$ cat src/logic/chirp_pkg.sv
package chirp_pkg;

  // word widths
  localparam int SAMPLE_W = 32;
  localparam int HALF_W   = 16;

  // end-to-end lane latency per mode
  // counted from the accepting edge at the lane input
  localparam int MUL_COMPLEX_LAT = 6;
  localparam int MUL_REAL_LAT    = 3;

  // complex view with imaginary part in the upper half
  typedef struct packed {
    logic signed [HALF_W-1:0] im;
    logic signed [HALF_W-1:0] re;
  } cpx_t;

  // real view holds two independent lanes
  typedef struct packed {
    logic signed [HALF_W-1:0] hi;
    logic signed [HALF_W-1:0] lo;
  } pair_t;

  // one sample word read either way
  typedef union packed {
    cpx_t  cpx;
    pair_t pair;
  } sample_t;

  typedef enum logic {
    MODE_COMPLEX = 1'b0,
    MODE_REAL    = 1'b1
  } mode_e;

  // control register layout
  localparam int CTRL_MODE_BIT = 0;

endpackage

$ cat src/logic/chirp_sample_if.sv
`timescale 1ns/100ps

// one sample with its weight from the bank into the multiplier
// no handshake here
// valid marks a single sample on that clock edge
interface chirp_sample_if;

  // sample strobe
  logic               valid;

  // input word as received
  chirp_pkg::sample_t x;

  // weight picked for this sample
  chirp_pkg::sample_t w;

  // mode travels with every sample
  // so both modes can be in flight at once
  chirp_pkg::mode_e   mode;

  // bank side drives everything
  modport bank (
    output valid,
    output x,
    output w,
    output mode
  );

  // multiplier side only listens
  modport mult (
    input valid,
    input x,
    input w,
    input mode
  );

endinterface

$ cat src/logic/chirp_lane_top.sv
`timescale 1ns/100ps

// one chirp processing lane
// weight bank feeding the dual mode multiplier
module chirp_lane_top #(
  parameter  int NUM   = 8,
  localparam int ADR_W = $clog2(NUM + 1)
) (
  input  logic                          clk,
  input  logic                          rst_n,
  // wishbone classic slave
  input  logic                          i_wb_cyc,
  input  logic                          i_wb_stb,
  input  logic                          i_wb_we,
  input  logic [ADR_W-1:0]              i_wb_adr,
  input  logic [chirp_pkg::SAMPLE_W-1:0] i_wb_dat,
  output logic [chirp_pkg::SAMPLE_W-1:0] o_wb_dat,
  output logic                          o_wb_ack,
  // sample stream in
  input  logic                          i_x_valid,
  input  logic [chirp_pkg::SAMPLE_W-1:0] i_x_data,
  output logic                          o_x_ready,
  // result stream out
  output logic                          o_y_valid,
  output logic [chirp_pkg::SAMPLE_W-1:0] o_y_data
);

  // bank to multiplier link
  chirp_sample_if smp ();

  // result word before it leaves as plain bits
  chirp_pkg::sample_t y_word;

  weight_bank #(
    .NUM (NUM)
  ) u_bank (
    .clk       (clk),
    .rst_n     (rst_n),
    .i_wb_cyc  (i_wb_cyc),
    .i_wb_stb  (i_wb_stb),
    .i_wb_we   (i_wb_we),
    .i_wb_adr  (i_wb_adr),
    .i_wb_dat  (i_wb_dat),
    .o_wb_dat  (o_wb_dat),
    .o_wb_ack  (o_wb_ack),
    .i_x_valid (i_x_valid),
    .i_x_data  (i_x_data),
    .o_x_ready (o_x_ready),
    .sout      (smp.bank)
  );

  chirp_mult u_mult (
    .clk       (clk),
    .rst_n     (rst_n),
    .sin       (smp.mult),
    .o_y_valid (o_y_valid),
    .o_y       (y_word)
  );

  assign o_y_data = y_word;

endmodule

$ cat src/logic/chirp_mult.sv
`timescale 1ns/100ps

// dual mode weight multiplier
// complex mode gives y = x * w with three multipliers
// real mode gives two independent lane products
// each 16 bit lane keeps the product sign over its low 15 bits
module chirp_mult (
  input  logic               clk,
  input  logic               rst_n,
  chirp_sample_if.mult       sin,
  output logic               o_y_valid,
  output chirp_pkg::sample_t o_y
);

  localparam int HW = chirp_pkg::HALF_W;

  // sin is already registered by the bank
  // that register is the input stage of both paths
  localparam int CPX_TAG_D  = chirp_pkg::MUL_COMPLEX_LAT - 2;
  localparam int REAL_TAG_D = chirp_pkg::MUL_REAL_LAT - 2;

  // complex path operands
  logic signed [HW:0]     re_plus_im;
  logic signed [HW:0]     wr_minus_wi;

  // complex path products
  logic signed [2*HW-1:0] p_re_wi;
  logic signed [2*HW-1:0] p_im_wr;
  logic signed [2*HW+1:0] p_sum;

  // recombination terms
  logic signed [2*HW:0]   p_diff_q;
  logic signed [2*HW:0]   im_sum;
  logic signed [2*HW:0]   im_sum_d;
  logic signed [2*HW+1:0] re_full;

  // real path products
  logic signed [2*HW-1:0] p_hi;
  logic signed [2*HW-1:0] p_lo;

  // {valid, mode} tags at both path depths
  logic [1:0]             cpx_tag;
  logic [1:0]             real_tag;
  logic                   cpx_out;
  logic                   real_out;

  //////////////////////////////////////////////////////////////////////
  // complex path
  //////////////////////////////////////////////////////////////////////

  // (re + im) and (wr - wi) for the shared product
  always_ff @(posedge clk) begin
    re_plus_im  <= $signed(sin.x.cpx.re) + $signed(sin.x.cpx.im);
    wr_minus_wi <= $signed(sin.w.cpx.re) - $signed(sin.w.cpx.im);
  end

  // cross products start straight from the bank register
  // so they finish one cycle ahead of the shared product
  signed_mult_pipe #(.A_W(HW), .B_W(HW), .STAGES(3)) u_mul_re_wi (
    .clk (clk),
    .i_a (sin.x.cpx.re),
    .i_b (sin.w.cpx.im),
    .o_p (p_re_wi)
  );

  signed_mult_pipe #(.A_W(HW), .B_W(HW), .STAGES(3)) u_mul_im_wr (
    .clk (clk),
    .i_a (sin.x.cpx.im),
    .i_b (sin.w.cpx.re),
    .o_p (p_im_wr)
  );

  // (re + im) * (wr - wi)
  signed_mult_pipe #(.A_W(HW+1), .B_W(HW+1), .STAGES(3)) u_mul_sum (
    .clk (clk),
    .i_a (re_plus_im),
    .i_b (wr_minus_wi),
    .o_p (p_sum)
  );

  // re*wi - im*wr lands together with p_sum
  always_ff @(posedge clk) begin
    p_diff_q <= p_re_wi - p_im_wr;
  end

  // imaginary part needs one more cycle to meet the real part
  assign im_sum = p_re_wi + p_im_wr;

  pipe_delay #(.DEPTH(1), .WIDTH(2*HW+1)) u_im_delay (
    .clk   (clk),
    .rst_n (rst_n),
    .i_d   (im_sum),
    .o_q   (im_sum_d)
  );

  // re*wr - im*wi
  // true value fits 33 bits so the top bit here is the real sign
  assign re_full = p_sum + p_diff_q;

  //////////////////////////////////////////////////////////////////////
  // real path
  //////////////////////////////////////////////////////////////////////

  signed_mult_pipe #(.A_W(HW), .B_W(HW), .STAGES(1)) u_mul_hi (
    .clk (clk),
    .i_a (sin.x.pair.hi),
    .i_b (sin.w.pair.hi),
    .o_p (p_hi)
  );

  signed_mult_pipe #(.A_W(HW), .B_W(HW), .STAGES(1)) u_mul_lo (
    .clk (clk),
    .i_a (sin.x.pair.lo),
    .i_b (sin.w.pair.lo),
    .o_p (p_lo)
  );

  //////////////////////////////////////////////////////////////////////
  // tag alignment and output register
  //////////////////////////////////////////////////////////////////////

  pipe_delay #(.DEPTH(CPX_TAG_D), .WIDTH(2)) u_cpx_tag (
    .clk   (clk),
    .rst_n (rst_n),
    .i_d   ({sin.valid, sin.mode}),
    .o_q   (cpx_tag)
  );

  pipe_delay #(.DEPTH(REAL_TAG_D), .WIDTH(2)) u_real_tag (
    .clk   (clk),
    .rst_n (rst_n),
    .i_d   ({sin.valid, sin.mode}),
    .o_q   (real_tag)
  );

  // a sample leaves only at the depth its own mode names
  assign cpx_out  = cpx_tag[1] && (cpx_tag[0] == chirp_pkg::MODE_COMPLEX);
  assign real_out = real_tag[1] && (real_tag[0] == chirp_pkg::MODE_REAL);

  always_ff @(posedge clk or negedge rst_n) begin
    if (!rst_n) begin
      o_y_valid <= 1'b0;
    end else begin
      o_y_valid <= cpx_out || real_out;
    end
  end

  // narrowing keeps sign plus low 15 bits with no saturation
  always_ff @(posedge clk) begin
    if (real_out) begin
      o_y.pair.hi <= {p_hi[2*HW-1], p_hi[HW-2:0]};
      o_y.pair.lo <= {p_lo[2*HW-1], p_lo[HW-2:0]};
    end else if (cpx_out) begin
      o_y.cpx.im <= {im_sum_d[2*HW], im_sum_d[HW-2:0]};
      o_y.cpx.re <= {re_full[2*HW+1], re_full[HW-2:0]};
    end
  end

endmodule

$ cat src/logic/pipe_delay.sv
`timescale 1ns/100ps

// shift line of DEPTH registers
// used to line up strobes and side data with a datapath
module pipe_delay #(
  parameter int DEPTH = 1,
  parameter int WIDTH = 1
) (
  input  logic             clk,
  input  logic             rst_n,
  input  logic [WIDTH-1:0] i_d,
  output logic [WIDTH-1:0] o_q
);

  // stage 0 takes the input and the last stage drives the output
  logic [WIDTH-1:0] stage_q [DEPTH];

  always_ff @(posedge clk or negedge rst_n) begin
    if (!rst_n) begin
      for (int i = 0; i < DEPTH; i++) begin
        stage_q[i] <= '0;
      end
    end else begin
      stage_q[0] <= i_d;
      // move everything one step down the line
      for (int i = 1; i < DEPTH; i++) begin
        stage_q[i] <= stage_q[i-1];
      end
    end
  end

  assign o_q = stage_q[DEPTH-1];

endmodule

$ cat src/logic/signed_mult_pipe.sv
`timescale 1ns/100ps

// signed multiply followed by STAGES register stages
// synthesis may retime the multiplier into the stages
module signed_mult_pipe #(
  parameter int A_W    = 16,
  parameter int B_W    = 16,
  parameter int STAGES = 1
) (
  input  logic                       clk,
  input  logic signed [A_W-1:0]      i_a,
  input  logic signed [B_W-1:0]      i_b,
  output logic signed [A_W+B_W-1:0]  o_p
);

  localparam int P_W = A_W + B_W;

  // full width product chain
  logic signed [P_W-1:0] prod_q [STAGES];

  // raw product
  // both operands signed so the sign carries into P_W bits
  logic signed [P_W-1:0] prod;

  assign prod = i_a * i_b;

  // product moves one stage per clock
  always_ff @(posedge clk) begin
    prod_q[0] <= prod;
    for (int s = 1; s < STAGES; s++) begin
      prod_q[s] <= prod_q[s-1];
    end
  end

  // last stage out
  assign o_p = prod_q[STAGES-1];

endmodule

$ cat src/logic/weight_bank.sv
`timescale 1ns/100ps

// wishbone classic slave holding the weights and the mode
// hands each accepted sample to the multiplier with its weight
module weight_bank #(
  parameter  int NUM   = 8,
  localparam int ADR_W = $clog2(NUM + 1)
) (
  input  logic                          clk,
  input  logic                          rst_n,
  input  logic                          i_wb_cyc,
  input  logic                          i_wb_stb,
  input  logic                          i_wb_we,
  input  logic [ADR_W-1:0]              i_wb_adr,
  input  logic [chirp_pkg::SAMPLE_W-1:0] i_wb_dat,
  output logic [chirp_pkg::SAMPLE_W-1:0] o_wb_dat,
  output logic                          o_wb_ack,
  input  logic                          i_x_valid,
  input  logic [chirp_pkg::SAMPLE_W-1:0] i_x_data,
  output logic                          o_x_ready,
  chirp_sample_if.bank                  sout
);

  localparam int IDX_W = (NUM > 1) ? $clog2(NUM) : 1;
  localparam int CNT_W = $clog2(chirp_pkg::MUL_COMPLEX_LAT + 1);

  logic [chirp_pkg::SAMPLE_W-1:0] weight_q [NUM];
  logic [chirp_pkg::SAMPLE_W-1:0] rd_data;
  logic [IDX_W-1:0]               idx_q;
  logic [CNT_W-1:0]               drain_q;
  chirp_pkg::mode_e               mode_q;
  chirp_pkg::mode_e               wr_mode;
  logic                           wb_req;
  logic                           wb_wr;
  logic                           ctrl_wr;
  logic                           accept;

  //////////////////////////////////////////////////////////////////////
  // bus side
  //////////////////////////////////////////////////////////////////////

  // request ignored in the ack cycle
  // gives the one-high one-low ack pattern
  assign wb_req  = i_wb_cyc && i_wb_stb && !o_wb_ack;
  assign wb_wr   = wb_req && i_wb_we;
  assign ctrl_wr = wb_wr && (i_wb_adr == ADR_W'(NUM));
  assign wr_mode = chirp_pkg::mode_e'(i_wb_dat[chirp_pkg::CTRL_MODE_BIT]);

  always_ff @(posedge clk or negedge rst_n) begin
    if (!rst_n) begin
      o_wb_ack <= 1'b0;
    end else begin
      o_wb_ack <= wb_req;
    end
  end

  // weight writes land on the ack edge
  always_ff @(posedge clk or negedge rst_n) begin
    if (!rst_n) begin
      for (int i = 0; i < NUM; i++) begin
        weight_q[i] <= '0;
      end
    end else if (wb_wr) begin
      for (int i = 0; i < NUM; i++) begin
        if (i_wb_adr == ADR_W'(i)) begin
          weight_q[i] <= i_wb_dat;
        end
      end
    end
  end

  // read mux
  // unmapped addresses fall through as zero
  always_comb begin
    rd_data = '0;
    for (int i = 0; i < NUM; i++) begin
      if (i_wb_adr == ADR_W'(i)) begin
        rd_data = weight_q[i];
      end
    end
    if (i_wb_adr == ADR_W'(NUM)) begin
      rd_data[chirp_pkg::CTRL_MODE_BIT] = mode_q;
    end
  end

  always_ff @(posedge clk) begin
    if (wb_req && !i_wb_we) begin
      o_wb_dat <= rd_data;
    end
  end

  //////////////////////////////////////////////////////////////////////
  // mode and drain
  //////////////////////////////////////////////////////////////////////

  // a real mode change holds input off for a full complex latency
  // rewriting the same mode leaves ready alone
  always_ff @(posedge clk or negedge rst_n) begin
    if (!rst_n) begin
      mode_q  <= chirp_pkg::MODE_COMPLEX;
      drain_q <= '0;
    end else begin
      if (ctrl_wr) begin
        mode_q <= wr_mode;
      end
      if (ctrl_wr && (wr_mode != mode_q)) begin
        drain_q <= CNT_W'(chirp_pkg::MUL_COMPLEX_LAT);
      end else if (drain_q != '0) begin
        drain_q <= drain_q - 1'b1;
      end
    end
  end

  assign o_x_ready = (drain_q == '0);
  assign accept    = i_x_valid && o_x_ready;

  //////////////////////////////////////////////////////////////////////
  // sample side
  //////////////////////////////////////////////////////////////////////

  // control write restarts the sequence
  // even if a sample is taken on the same edge
  always_ff @(posedge clk or negedge rst_n) begin
    if (!rst_n) begin
      idx_q <= '0;
    end else if (ctrl_wr) begin
      idx_q <= '0;
    end else if (accept) begin
      idx_q <= (idx_q == IDX_W'(NUM - 1)) ? '0 : idx_q + 1'b1;
    end
  end

  always_ff @(posedge clk or negedge rst_n) begin
    if (!rst_n) begin
      sout.valid <= 1'b0;
      sout.mode  <= chirp_pkg::MODE_COMPLEX;
    end else begin
      sout.valid <= accept;
      if (accept) begin
        sout.mode <= mode_q;
      end
    end
  end

  // sample and weight payload
  always_ff @(posedge clk) begin
    if (accept) begin
      sout.x <= chirp_pkg::sample_t'(i_x_data);
      sout.w <= weight_q[idx_q];
    end
  end

endmodule

$ cat config.mk
export PLATFORM = sky130hd
export DESIGN_NAME = chirp_lane_top
export DESIGN_NICKNAME = d
export VERILOG_FILES = /design/src/logic/chirp_pkg.sv /design/src/logic/chirp_sample_if.sv /design/src/logic/chirp_lane_top.sv /design/src/logic/chirp_mult.sv /design/src/logic/pipe_delay.sv /design/src/logic/signed_mult_pipe.sv /design/src/logic/weight_bank.sv
export SDC_FILE = /design/constraint.sdc
export NUM_CORES = 2
export LEC_CHECK = 0
export BUFFER_PORTS_ARGS = -buffer_cell sky130_fd_sc_hd__buf_2
export CORE_ASPECT_RATIO = 0.5
export CORE_MARGIN = 1
export CORE_UTILIZATION = 66
export CTS_CLUSTER_DIAMETER = 120
export DETAILED_ROUTE_END_ITERATION = 8
export PLACE_DENSITY = 0.94
export RECOVER_POWER = 100
export SLEW_MARGIN = 25
export SYNTH_ARGS = -nofsm -noshare
export SYNTH_HDL_FRONTEND = slang
export SYNTH_SLANG_ARGS = --single-unit
$ cat constraint.sdc
create_clock -name clk -period 6.7 [get_ports clk]
set_input_delay 1.005 -clock clk [delete_from_list [all_inputs] [get_ports clk]]
set_output_delay 1.005 -clock clk [all_outputs]
set_load 0.005 [all_outputs]
# Word-level counts from Yosys, hierarchy flattened
# Memories as Yosys holds them, arrays and structs flattened.
# Cells that the tools add are included.
[op_classes] add_sub_neg=7 eq_ne=10 n_mux=19 bitwise=2 magnitude_cmp=1 multipliers=5 reduce_logical=26
[ops] operator="two-way mux 32 bit" n=12
[ops] operator="multiplier 16 x 16 -> 32 bit" n=4
[ops] operator="binary-select mux 32 bit (select 3 bit)" n=1
[ops] operator="adder 34 x 33 -> 34 bit" n=1
[ops] operator="multiplier 17 x 17 -> 34 bit" n=1
[ops] operator="adder 32 x 32 -> 33 bit" n=1
[ops] operator="subtractor 32 x 32 -> 33 bit" n=1
[ops] operator="adder 16 x 16 -> 17 bit" n=1
[ops] operator="subtractor 16 x 16 -> 17 bit" n=1
[ops] operator="== test 4 x 3 -> 1 bit (second input constant)" n=4
[ops] operator="AND reduction 2 bit" n=8
[ops] operator="two-way mux 3 bit" n=5
[ops] operator="logical AND 1 bit" n=9
[ops] operator="== test 4 x 2 -> 1 bit (second input constant)" n=2
[ops] operator="nonzero test 2 bit" n=3
[ops] operator="== test 4 x 1 -> 1 bit (second input constant)" n=1
[ops] operator="== test 4 bit (second input constant)" n=1
[ops] operator=">= comparator 4 bit (second input constant)" n=1
[ops] operator="zero test 4 bit" n=1
[ops] operator="inverter 3 -> 4 bit" n=1
[ops] operator="adder 3 x 1 -> 3 bit (second input constant)" n=1
[ops] operator="== test 3 bit (second input constant)" n=1
[ops] operator="zero test 3 bit" n=1
[ops] operator="nonzero test 3 bit" n=1
[ops] operator="6 further kinds" n=7
[word_totals] input_bits=74 word_cells=102 ff_bits=503 ram_bits=358 mem_count=5
[mem_list] memory="u_mult.u_mul_sum.prod_q" words=3 word_bits=34 rd=3 rd_ports_with_merged_regs=0 wr=3 line="signed_mult_pipe.sv:19" source="logic signed [P_W-1:0] prod_q [STAGES];"
[mem_list] memory="u_mult.u_mul_im_wr.prod_q" words=3 word_bits=32 rd=3 rd_ports_with_merged_regs=0 wr=3 line="signed_mult_pipe.sv:19"
[mem_list] memory="u_mult.u_mul_re_wi.prod_q" words=3 word_bits=32 rd=3 rd_ports_with_merged_regs=0 wr=3 line="signed_mult_pipe.sv:19"
[mem_list] memory="u_mult.u_mul_hi.prod_q" words=1 word_bits=32 rd=1 rd_ports_with_merged_regs=0 wr=1 line="signed_mult_pipe.sv:19"
[mem_list] memory="u_mult.u_mul_lo.prod_q" words=1 word_bits=32 rd=1 rd_ports_with_merged_regs=0 wr=1 line="signed_mult_pipe.sv:19"

# Depth between registers and ports, before layout
[depth] depth_word=10 ltp_mapped=25 ltp_nobuf=23

# Modules after synthesis
# Synthesis repeated with hierarchy kept, for this count alone.
[unflattened] hier_cells=8046 hier_area_um2=85240.5
[by_module_without_submodules] module="weight_bank" cells_per_inst=934 area_per_inst_um2=16926.2 n_inst=1
[by_module_without_submodules] module="signed_mult_pipe at u_mult.u_mul_sum" cells_per_inst=1360 area_per_inst_um2=13484.2 n_inst=1
[by_module_without_submodules] module="signed_mult_pipe at u_mult.u_mul_im_wr" cells_per_inst=1196 area_per_inst_um2=11962.7 n_inst=1
[by_module_without_submodules] module="signed_mult_pipe at u_mult.u_mul_re_wi" cells_per_inst=1195 area_per_inst_um2=11954.0 n_inst=1
[by_module_without_submodules] module="signed_mult_pipe at u_mult.u_mul_hi" cells_per_inst=1151 area_per_inst_um2=10607.7 n_inst=1
[by_module_without_submodules] module="signed_mult_pipe at u_mult.u_mul_lo" cells_per_inst=1100 area_per_inst_um2=10441.3 n_inst=1
[by_module_without_submodules] module="chirp_mult" cells_per_inst=1065 area_per_inst_um2=8773.4 n_inst=1
[by_module_without_submodules] module="pipe_delay at u_mult.u_im_delay" cells_per_inst=33 area_per_inst_um2=825.8 n_inst=1
[by_module_without_submodules] module="pipe_delay at u_mult.u_cpx_tag" cells_per_inst=10 area_per_inst_um2=215.2 n_inst=1
[by_module_without_submodules] module="pipe_delay at u_mult.u_real_tag" cells_per_inst=2 area_per_inst_um2=50.0 n_inst=1

# Worst setup path before layout
# Ideal clock, no wire load.
[synth_path] path_kind="reg-to-reg" from="register u_bank.sout.x[15]" to="memory u_mult.u_mul_re_wi.prod_q[0][31] in the netlist's numbering" arrival_ns=5.995 n_path_buf=2 required_time_ns=6.580 slack_ns=0.585 stages_incl_launch_ff=21 cell_sequence="edfxtp_1 > clkbuf_1 > nand2_1 > inv_1 > fa_1 > fa_1 > fa_1 > fa_1 > fa_1 > inv_1 > fa_1 > inv_1 > ha_1 > clkbuf_1 > nand2_1 > nor2_1 > a211oi_1 > a311oi_1 > a2111oi_2 > a21oi_1 > xnor2_1"
[synth_rtl] item="from (decl)" line="chirp_sample_if.sv:24" source="output x,"
[synth_rtl] item="from (signal assigned)" line="weight_bank.sv:148" source="sout.x <= chirp_pkg::sample_t'(i_x_data);"
[synth_rtl] item="to (decl)" line="signed_mult_pipe.sv:19"

# Worst setup path in the final report
[layout_path] from="register u_bank.sout.w[22]" to="memory u_mult.u_mul_hi.prod_q[0][31] in the netlist's numbering"
[layout_via] elab_chain_cells=1
[layout_rtl] item="from (decl)" line="chirp_sample_if.sv:25" source="output w,"
[layout_rtl] item="from (signal assigned)" line="weight_bank.sv:149" source="sout.w <= weight_q[idx_q];"
[layout_rtl] item="multiplier 16 x 16 -> 32 bit" line="signed_mult_pipe.sv:25" source="assign prod = i_a * i_b;"
[layout_rtl] item="net u_mult.u_mul_hi.prod[31]" line="signed_mult_pipe.sv:23" source="logic signed [P_W-1:0] prod;"
[layout_rtl] item="to (decl)" line="signed_mult_pipe.sv:19"
# The timed path passes the listed nets, and every way through them passes these cells.

==> impl_metrics.env <==
export IMPL_fin_crit_ns=7.23
export IMPL_yosysTopAreaCellShare_pct=33.7
export IMPL_synth_top_area_cell="fa_1"
export IMPL_synth_area_per_cell_sq_um=10.4
export IMPL_worst_setup_path_end_kind="flop"
export IMPL_synthCells=7705
export IMPL_fillers=6851
export IMPL_placed_area_sq_um=83300
export IMPL_ys_ff_latch=812
export IMPL_reg2reg_from="u_bank.sout.w[22]$_DFFE_PP_"
export IMPL_fin_crit_sh_pct=108
export IMPL_fp_coreArea_sq_um=119000
export IMPL_place_hpwl_um=168000
export IMPL_cts_hold_repair_buffers=0
export IMPL_start_util_pct=67.3
export IMPL_synthDistinctLibCells=85
export IMPL_clkLatencyLatePin_ns=0.76
export IMPL_rows=89
export IMPL_synth_edf_count=128
export IMPL_antenna_found_initial=29
export IMPL_startpoint="u_bank.sout.w[22]$_DFFE_PP_"
export IMPL_nNetsFinal=9835
export IMPL_slew_viol_final=677
export IMPL_io_pins=141
export IMPL_yosysWarnings=0
export IMPL_finalHoldViolCount=0
export IMPL_critPathLaunchType="flop"
export IMPL_htreeDepth=3
export IMPL_grt_pass1_wl_um=358000
export IMPL_synth_area_sq_um=80200
export IMPL_fin_skew_ns=0.0795
export IMPL_cts_tree="built"
export IMPL_postRouteAntennaNets=0
export IMPL_min_path_type="input pin to async pin"
export IMPL_required_ns=7.31
export IMPL_netlist_top_cells_area="fa_1 (34%), dfxtp_1 (9.8%), dfrtp_1 (9.1%), ha_1 (8.5%), inv_1 (7.1%)"
export IMPL_worstMarginPinSlew_ns=4.58
export IMPL_cts_buffer_depth=3
export IMPL_die_h_um=248
export IMPL_grt_max_degree=115
export IMPL_fmax_mhz=138
export IMPL_routed_via_density=6.43
export IMPL_crit_arrival_ns=7.83
export IMPL_dr_pass1_iters=9
export IMPL_drive_above_1_share_pct=10.4
export IMPL_port_buffers=140
export IMPL_crit_type="flop to flop"
export IMPL_seq_area_sq_um=19000
export IMPL_cts_root_buffer="clkbuf_16"
export IMPL_totalWireLength_um=245000
export IMPL_grt_pass1_vias=65200
export IMPL_multi_input_area_sq_um=54300
export IMPL_finalWorstSetupSlack_ns=-0.526
export IMPL_ys_dominant_reg_cell="dfxtp_1"
export IMPL_place_inst=9306
export IMPL_gp_congestion=0.969
export IMPL_drc=122
export IMPL_setup_viol=8
export IMPL_grt_total_usage_pct=38.2
export IMPL_fp_dieArea_sq_um=123000
export IMPL_cts_buffers=74
export IMPL_ys_seq_area_share_pct=23.7
export IMPL_slew_headroom_pct=-205
export IMPL_synth_nets=9674
export IMPL_wl_per_cell_um=25.7
export IMPL_drtIter0Drc=8273
export IMPL_rsz0062_at_grt="yes"
export IMPL_failed_checks="design-rule violations, max-capacitance violations, max-slew violations, negative setup slack"
export IMPL_cts_sinks=812
export IMPL_area_delta_synth_final_pct=7.90
export IMPL_synth_most_common_cell="inv_1"
export IMPL_clk_pin_slew_ns=0.07
export IMPL_die_x_um=495
export IMPL_outcome="complete, but fails checks"
export IMPL_async_flop_share_pct=35.8
export IMPL_design_area_sq_um=86500
export IMPL_final_cells=9542
export IMPL_cp_max_fo=20
export IMPL_synthTopCellsByCount="inv_1 (1524), fa_1 (1349), nand2_1 (790), and2_1 (602), ha_1 (546)"
export IMPL_fin_setup_tns_ns=-1.20
export IMPL_route_vias_total=61400
export IMPL_grt_overflow=0
export IMPL_drv_cap=18
[cells in the final DEF, fill, tap and decap left out, types with 23 or more instances in the layout]
master        n
a21o_1       68
a21oi_1     160
a22oi_1      65
and2_1      586
and3_1       23
buf_2        78
buf_4       214
clkbuf_1     93
clkbuf_16    76
dfrtp_1     289
dfxtp_1     377
diode_2      25
edfxtp_1    128
fa_1       1347
ha_1        546
inv_1      1523
mux2_1       37
mux2_2      259
mux4_2       64
nand2_1     789
nand2b_1     35
nand3_1      41
nand4_1      29
nor2_1      260
nor2b_1      29
nor3_1       66
o21a_1       38
o21ai_0     103
o21bai_1     31
xnor2_1     167
xor2_1       40
[state kept, by name, summed over array words and instances, names as in the netlist, 2 cells and up]
| name | flops |
|---|---|
| u_bank.drain_q | 3 |
| u_mult.u_im_delay.o_q | 16 |
| u_mult.u_mul_im_wr.prod_q | 96 |
| u_mult.u_real_tag.o_q | 2 |
| u_mult.u_mul_re_wi.prod_q | 96 |
| u_mult.u_mul_hi.prod_q | 16 |
| u_mult.u_cpx_tag.stage_q | 4 |
| u_mult.wr_minus_wi | 17 |
| u_mult.u_mul_sum.prod_q | 102 |
| u_bank.sout.x | 32 |
| u_bank.idx_q | 3 |
| u_mult.u_cpx_tag.o_q | 2 |
| u_mult.o_y | 32 |
| u_mult.re_plus_im | 17 |
| u_mult.u_mul_lo.prod_q | 16 |
| u_bank.sout.w | 32 |
| u_mult.p_diff_q | 33 |
| u_bank.o_wb_dat | 32 |
| u_bank.weight_q | 256 |
[cell type report]
type,count,area share [%]
antenna,25,0.0723
clock inverter,38,0.616
sequential,812,22.0
timing repair buffer,407,3.30
multi-input combinational,5045,62.7
inverter,1526,6.62
clock buffer,97,2.38
tap,1592,2.30
[metal layers]
layer | routed length [um] | vias to the layer above | global-route usage, %
met2 | 110000 | 5260 | 59.6
met3 | 33800 | 1891 | 12.5
li1 | - | 24200 | -
met5 | 230 | - | 0
met4 | 23800 | 20 | 27.1
met1 | 77400 | 30000 | 44.7
[path summary, 6_finish.rpt]
kind	cells after the start	to	slack, ns
max	18	u_mult.u_mul_hi.prod_q[0][31]$_DFF_P_	-0.53
min reg2reg	0	u_mult.u_mul_sum.prod_q[0][96]$_DFF_P_	0.32
max in group asynchronous	2	u_bank.weight_q[18]$_DFFE_PN0P_	1.88
max reg2reg	18	u_mult.u_mul_hi.prod_q[0][31]$_DFF_P_	-0.53
min	1	u_bank.weight_q[30]$_DFFE_PN0P_	0.27
min in group clk	0	u_mult.u_mul_sum.prod_q[0][96]$_DFF_P_	0.32
[metrics by stage]
step           setup slack, ns  hold WS (ns)  util (%)
2_1_floorplan            0.585         0.310         -
3_3_place_gp             0.313         0.310      69.9
3_5_place_dp            0.0452         0.312      69.9
4_1_cts                0.00890         0.311      72.1
5_1_grt                 -0.426         0.325      72.6
6_report                -0.526         0.265      72.6
[worst max-delay path: stages, from the launching register on]
cell and delay [ns]:
edfxtp_1 0.52, buf_4 0.34, nand2_1 0.44, fa_1 0.91, inv_1 0.19, fa_1 0.55, fa_1 0.46, fa_1 0.52
fa_1 0.72, inv_1 0.12, fa_1 0.51, inv_1 0.05, ha_1 0.31, and2_0 0.22, a221o_1 0.40, nor3_1 0.24
a21o_1 0.28, mux2i_1 0.25, nor3_1 0.07
[cell families after synthesis]
| logic type | Yosys count | synth area share, % |
|---|---|---|
| and+or+nand+nor | 1924 | 11.6 |
| buffers and inverters | 1848 | 8.68 |
| muxes | 365 | 6.02 |
| xor gates and xnor gates | 207 | 2.26 |
| adders and majority gates | 1895 | 42.2 |
| AOI/OAI and AO/OA | 654 | 5.57 |
| DFF | 812 | 23.7 |
[what timing repair did]
action                     CTS  global route
pin swaps                    0             4
gates resized for setup      0            36
setup endpoints to repair    1            26
setup buffers               10            64
hold endpoints to repair     0             0
Power is left out: the tool's default activity adds up to more than one toggle a clock period on the data nets, which glitch-free logic cannot reach.
